File: src/conv_pkg.sv
// -------------------------------------------------------------------------
// conv1 shared definitions
// widths, kernel geometry and data types for the first convolution layer
// -------------------------------------------------------------------------
package conv_pkg;

  // pixel and coefficient widths
  localparam int data_w   = 8;
  localparam int weight_w = 8;

  // kernel geometry
  localparam int kernel_size  = 5;
  localparam int n_taps       = kernel_size * kernel_size;
  localparam int num_channels = 3;

  // 9-bit zero-extended pixel times signed weight
  localparam int prod_w      = data_w + 1 + weight_w;
  localparam int sum_w       = 22;
  localparam int tree_stages = 5;

  // requantization, Q1.15 scale
  localparam int scale_w  = 16;
  localparam int shift_s  = 15;
  localparam int scaled_w = 40;
  localparam int out_w    = 12;

  typedef logic [data_w-1:0]          pixel_t;
  typedef logic signed [weight_w-1:0] weight_t;
  typedef logic signed [sum_w-1:0]    sum_t;
  typedef logic signed [scale_w-1:0]  scale_t;
  typedef logic signed [out_w-1:0]    conv_out_t;

endpackage

File: src/requant.sv
// -------------------------------------------------------------------------
// requantizer
// per-channel Q1.15 scale with round-half-up, bias, 12-bit saturation
// -------------------------------------------------------------------------
module requant (
  input  logic                                                 clk,
  input  logic                                                 rst_n,
  input  logic [conv_pkg::num_channels*conv_pkg::sum_w-1:0]    sums,
  input  logic                                                 sums_valid,
  input  logic [conv_pkg::num_channels*conv_pkg::weight_w-1:0] biases,
  input  logic [conv_pkg::num_channels*conv_pkg::scale_w-1:0]  scales,
  output conv_pkg::conv_out_t                                  conv_out_0,
  output conv_pkg::conv_out_t                                  conv_out_1,
  output conv_pkg::conv_out_t                                  conv_out_2,
  output logic                                                 conv_valid
);

  import conv_pkg::*;

  localparam logic signed [scaled_w-1:0] round_half = 1 <<< (shift_s - 1);
  localparam logic signed [scaled_w-1:0] out_max    = (1 <<< (out_w - 1)) - 1;
  localparam logic signed [scaled_w-1:0] out_min    = -(1 <<< (out_w - 1));

  logic signed [scaled_w-1:0] scaled_c [num_channels];
  logic signed [scaled_w-1:0] scaled_q [num_channels];
  conv_out_t                  bias_q   [num_channels];
  conv_out_t                  result_q [num_channels];
  logic                       stage_vld;

  function automatic conv_out_t saturate(logic signed [scaled_w-1:0] v);
    if (v > out_max) begin
      return conv_out_t'(out_max);
    end
    if (v < out_min) begin
      return conv_out_t'(out_min);
    end
    return conv_out_t'(v);
  endfunction

  // sum * scale + 2^14, then arithmetic shift by 15
  always_comb begin
    sum_t                       ch_sum;
    scale_t                     ch_scale;
    logic signed [scaled_w-1:0] prod;
    for (int c = 0; c < num_channels; c++) begin
      ch_sum      = sums[c*sum_w +: sum_w];
      ch_scale    = scales[c*scale_w +: scale_w];
      prod        = scaled_w'(ch_sum) * scaled_w'(ch_scale);
      scaled_c[c] = (prod + round_half) >>> shift_s;
    end
  end

  // stage 1, scaled value with its bias
  always_ff @(posedge clk) begin
    if (sums_valid) begin
      for (int c = 0; c < num_channels; c++) begin
        scaled_q[c] <= scaled_c[c];
        bias_q[c]   <= weight_t'(biases[c*weight_w +: weight_w]);
      end
    end
  end

  // stage 2, bias add and clip to 12 bits
  always_ff @(posedge clk or negedge rst_n) begin
    if (!rst_n) begin
      stage_vld  <= 1'b0;
      conv_valid <= 1'b0;
      for (int c = 0; c < num_channels; c++) begin
        result_q[c] <= '0;
      end
    end else begin
      stage_vld  <= sums_valid;
      conv_valid <= stage_vld;
      if (stage_vld) begin
        for (int c = 0; c < num_channels; c++) begin
          result_q[c] <= saturate(scaled_q[c] + bias_q[c]);
        end
      end
    end
  end

  assign conv_out_0 = result_q[0];
  assign conv_out_1 = result_q[1];
  assign conv_out_2 = result_q[2];

endmodule

File: config.mk
export PLATFORM = sky130hd
export DESIGN_NAME = requant
export DESIGN_NICKNAME = d
export VERILOG_FILES = /design/src/conv_pkg.sv /design/src/requant.sv
export SDC_FILE = /design/constraint.sdc
export NUM_CORES = 2
export LEC_CHECK = 0
export BUFFER_PORTS_ARGS = -buffer_cell sky130_fd_sc_hd__buf_2
export CAP_MARGIN = 20
export CORE_ASPECT_RATIO = 0.5
export CORE_MARGIN = 1.5
export CORE_UTILIZATION = 45
export CTS_BUF_LIST = sky130_fd_sc_hd__clkbuf_2 sky130_fd_sc_hd__clkbuf_4 sky130_fd_sc_hd__clkbuf_8
export CTS_CLUSTER_SIZE = 8
export DETAILED_ROUTE_END_ITERATION = 12
export PLACE_DENSITY = 0.62
export SYNTH_ARGS = -nofsm -noshare
export SYNTH_HDL_FRONTEND = slang
export SYNTH_SLANG_ARGS = --single-unit
File: constraint.sdc
create_clock -name clk -period 8.8 [get_ports clk]
set_input_delay 1.76 -clock clk [delete_from_list [all_inputs] [get_ports clk]]
set_output_delay 1.76 -clock clk [all_outputs]
set_load 0.02 [all_outputs]
==> impl_metrics.csv <==
group,metric,value,unit
run_status,status,"complete, no violations",
placement,globalplace.congestion,0.9104,
sta,fin_crit_sh,89.67,%
placement,dp_hpwl,87850,um
critical_path,path_max_fanout,22,
critical_path,end_kind,"flop",
clock_tree,clk_latency,0.48,ns
grt,grt_antenna_before_repair,7,
worst_hold_path,hold_class,"flop to flop",
floorplanning,initial_core_util,45.74,%
detailed_routing,final_antenna_net_count,0,
critical_path,crit_arrival,8.12,ns
clock_tree,ctsResizeCount,0,
critical_path,crit_type,"primary input to flop",
floorplanning,rows,81,
synth,synth_edf_count,96,
critical_path,setup.worst_path.start,"scales[34]",
clock_tree,numCtsBuffers,17,
clock_tree,cts_tree,"built",
synth,syn-num-nets,6363,
clock_tree,cts-root-buf,"clkbuf_8",
sta,tightest_slew,1.082,ns
detailed_routing,wl_per_cell,17.18,um
synth,synth_area_per_cell,9.332,um^2
grt,grt_pass1_vias,35430,
detailed_routing,drc_errors,0,
cells_and_area,drive_above_1_share,5.147,%
synth,yosysSeqAreaShare,8.516,%
sta,setup_violations,0,
clock_tree,htreeDepth,4,
sta,hold_viol_final,0,
detailed_routing,drt_iter0_markers,1628,
clock_tree,ctsHoldBuffers,0,
floorplanning,die_area,102100,um^2
critical_path,start_kind,"primary input",
cells_and_area,syn2layout_area_growth,5.423,%
synth,synth-seq-cells,134,
grt,gr-total-overflow,0,
critical_path,crit_required,9.03,ns
sta,fin_worst_skew,0.01191,ns
cells_and_area,nNetsFinal,6403,
detailed_routing,vias,31690,
synth,syn-instance-count,4824,
grt,grt_usage,22.32,%
sta,fmax,126.7,MHz
synth,ys_warn_count,0,
clock_tree,clock-sinks,134,
detailed_routing,viasPerCell,5.105,
sta,period_needed,7.891,ns
synth,synthArstFlopShare,28.36,%
detailed_routing,firstDrtPassIters,5,
detailed_routing,wl,106600,um
sta,slew_headroom,27.54,%
clock_tree,cts_setup_buffers,0,
floorplanning,die_w,450.3,um
run,maxCapViolCount,0,
floorplanning,ios,178,
synth,syn_area,45020,um^2
worst_hold_path,hp-start,"conv_out_0[8]",
synth,synth_ff_type,"edfxtp_1",
clock_tree,path_clk_slew,0.08,ns
placement,port_buffers,177,
critical_path,r2r-start,"bias_q[0][34]",
sta,fin_setup_tns,0,ns
critical_path,ff2ff_setup_slack,4.13,ns
sta,rsz0062_at_grt,"no",
floorplanning,fp.coreArea,98410,um^2
clock_tree,cts_max_path_buffers,2,
synth,ys_types,75,
sta,slew_violations,0,
grt,grt_max_degree,62,
floorplanning,die_y,226.6,um
grt,grt_pass1_wl,182300,um
layout by cell type, fill, tap and decap left out, types with 95 or more instances in the layout:
cell type	n
xnor2_1	95
and2_1	406
buf_2	176
fa_1	1056
inv_1	1225
nand2_1	645
nor2_1	128
a21oi_1	109
edfxtp_1	96
ha_1	342
sequential cells by signal (all words and copies together), names as in the netlist:
register,count
conv_out_0,12
conv_out_2,12
bias_q,24
conv_out_1,12
conv_valid,1
scaled_q,72
stage_vld,1
through the flow:
stage,cells,hold WS (ns),instance area (um^2),worst slack [ns],util [%]
after floorplan,4824,0.4109,45020,1.076,-
after global placement,6173,0.5019,47060,0.5071,47.82
after detailed placement,6173,0.5073,47060,0.3921,47.82
after CTS,6205,0.5259,47450,0.9085,48.22
after global routing,6206,0.5360,47450,0.4881,48.22
final,6207,0.5195,47460,0.9090,48.22
final cells by class:
type                            instances  area [um^2]
Tap cell                             1328         1662
Timing Repair Buffer                  198         1046
Fill cell                            9321        50950
Clock inverter                         15        162.7
Multi-Input combinational cell       3285        35900
Antenna cell                            2        5.005
Clock buffer                           17        234.0
Inverter                             1228         4609
Sequential cell                       134         3834
cell families (layout without fill, tap and decap cells):
family	after synthesis	count (layout)	share of synthesized area [%]
AND/OR/NAND/NOR	1317	1317	13.97
other	0	2	0
adder cells (fa/ha/maj)	1398	1398	56.47
multiplexers	3	3	0.06671
buffers and inverters	1405	1458	11.74
XOR/XNOR	138	138	2.685
AO/OA/AOI/OAI	429	429	6.557
flip-flops	134	134	8.516
critical path, cell delays in order:
cell	delay (ns)
buf_2	0.41
nand2_1	0.17
inv_1	0.11
fa_1	0.46
inv_1	0.21
fa_1	0.46
inv_1	0.09
fa_1	0.44
fa_1	0.51
fa_1	0.52
inv_1	0.06
fa_1	0.48
inv_1	0.04
ha_1	0.34
a21o_1	0.18
a21o_1	0.19
a21o_1	0.18
a21o_1	0.17
a21oi_1	0.13
o21ai_0	0.13
a21oi_1	0.15
a21bo_2	0.26
a211oi_1	0.36
o21bai_1	0.13
xnor2_1	0.14
cell usage after synthesis (5+ instances only):
cell	count	area share (%)
a221o_1	26	0.58
edfxtp_1	96	6.4
o22ai_1	14	0.19
o211ai_1	9	0.15
dfrtp_1	38	2.1
fa_1	1056	47
clkbuf_1	173	1.4
and4_1	5	0.097
a21boi_0	7	0.12
and3_1	13	0.18
o21ai_0	72	0.80
a21oi_1	109	1.2
a21o_1	60	1.0
nor4_1	7	0.097
o21a_1	28	0.47
o31ai_1	6	0.10
nand3_1	23	0.26
a211oi_1	16	0.27
inv_1	1225	10
xor2_1	43	0.84
o21bai_1	12	0.20
xnor2_1	95	1.8
or2_2	5	0.069
nor2_1	128	1.1
and2_1	406	5.6
nor2b_1	7	0.097
a31oi_1	8	0.11
nand4_1	12	0.17
nand2_1	645	5.4
ha_1	342	9.5
nand2b_1	24	0.33
nor3_1	25	0.28
a211o_1	7	0.14
path summary, 6_finish.rpt:
| check | to | cells after the start |
|---|---|---|
| max | scaled_q[0][118] | 25 |
| min | conv_out_0[8] | 1 |
| max reg2reg | conv_out_2[3] | 12 |
| min reg2reg | conv_out_0[8] | 1 |
| max in group asynchronous | conv_out_1[4] | 1 |
| min in group asynchronous | conv_out_2[11] | 1 |
layer usage:
metal	wire (um)	track usage (%)
met1	45160	28.67
met2	53100	39.63
met3	5119	2.691
met4	3245	6.724
met5	20	0
Power is not shown: default switching activity piles up to over one toggle a cycle in this logic, so the estimate is an artifact.
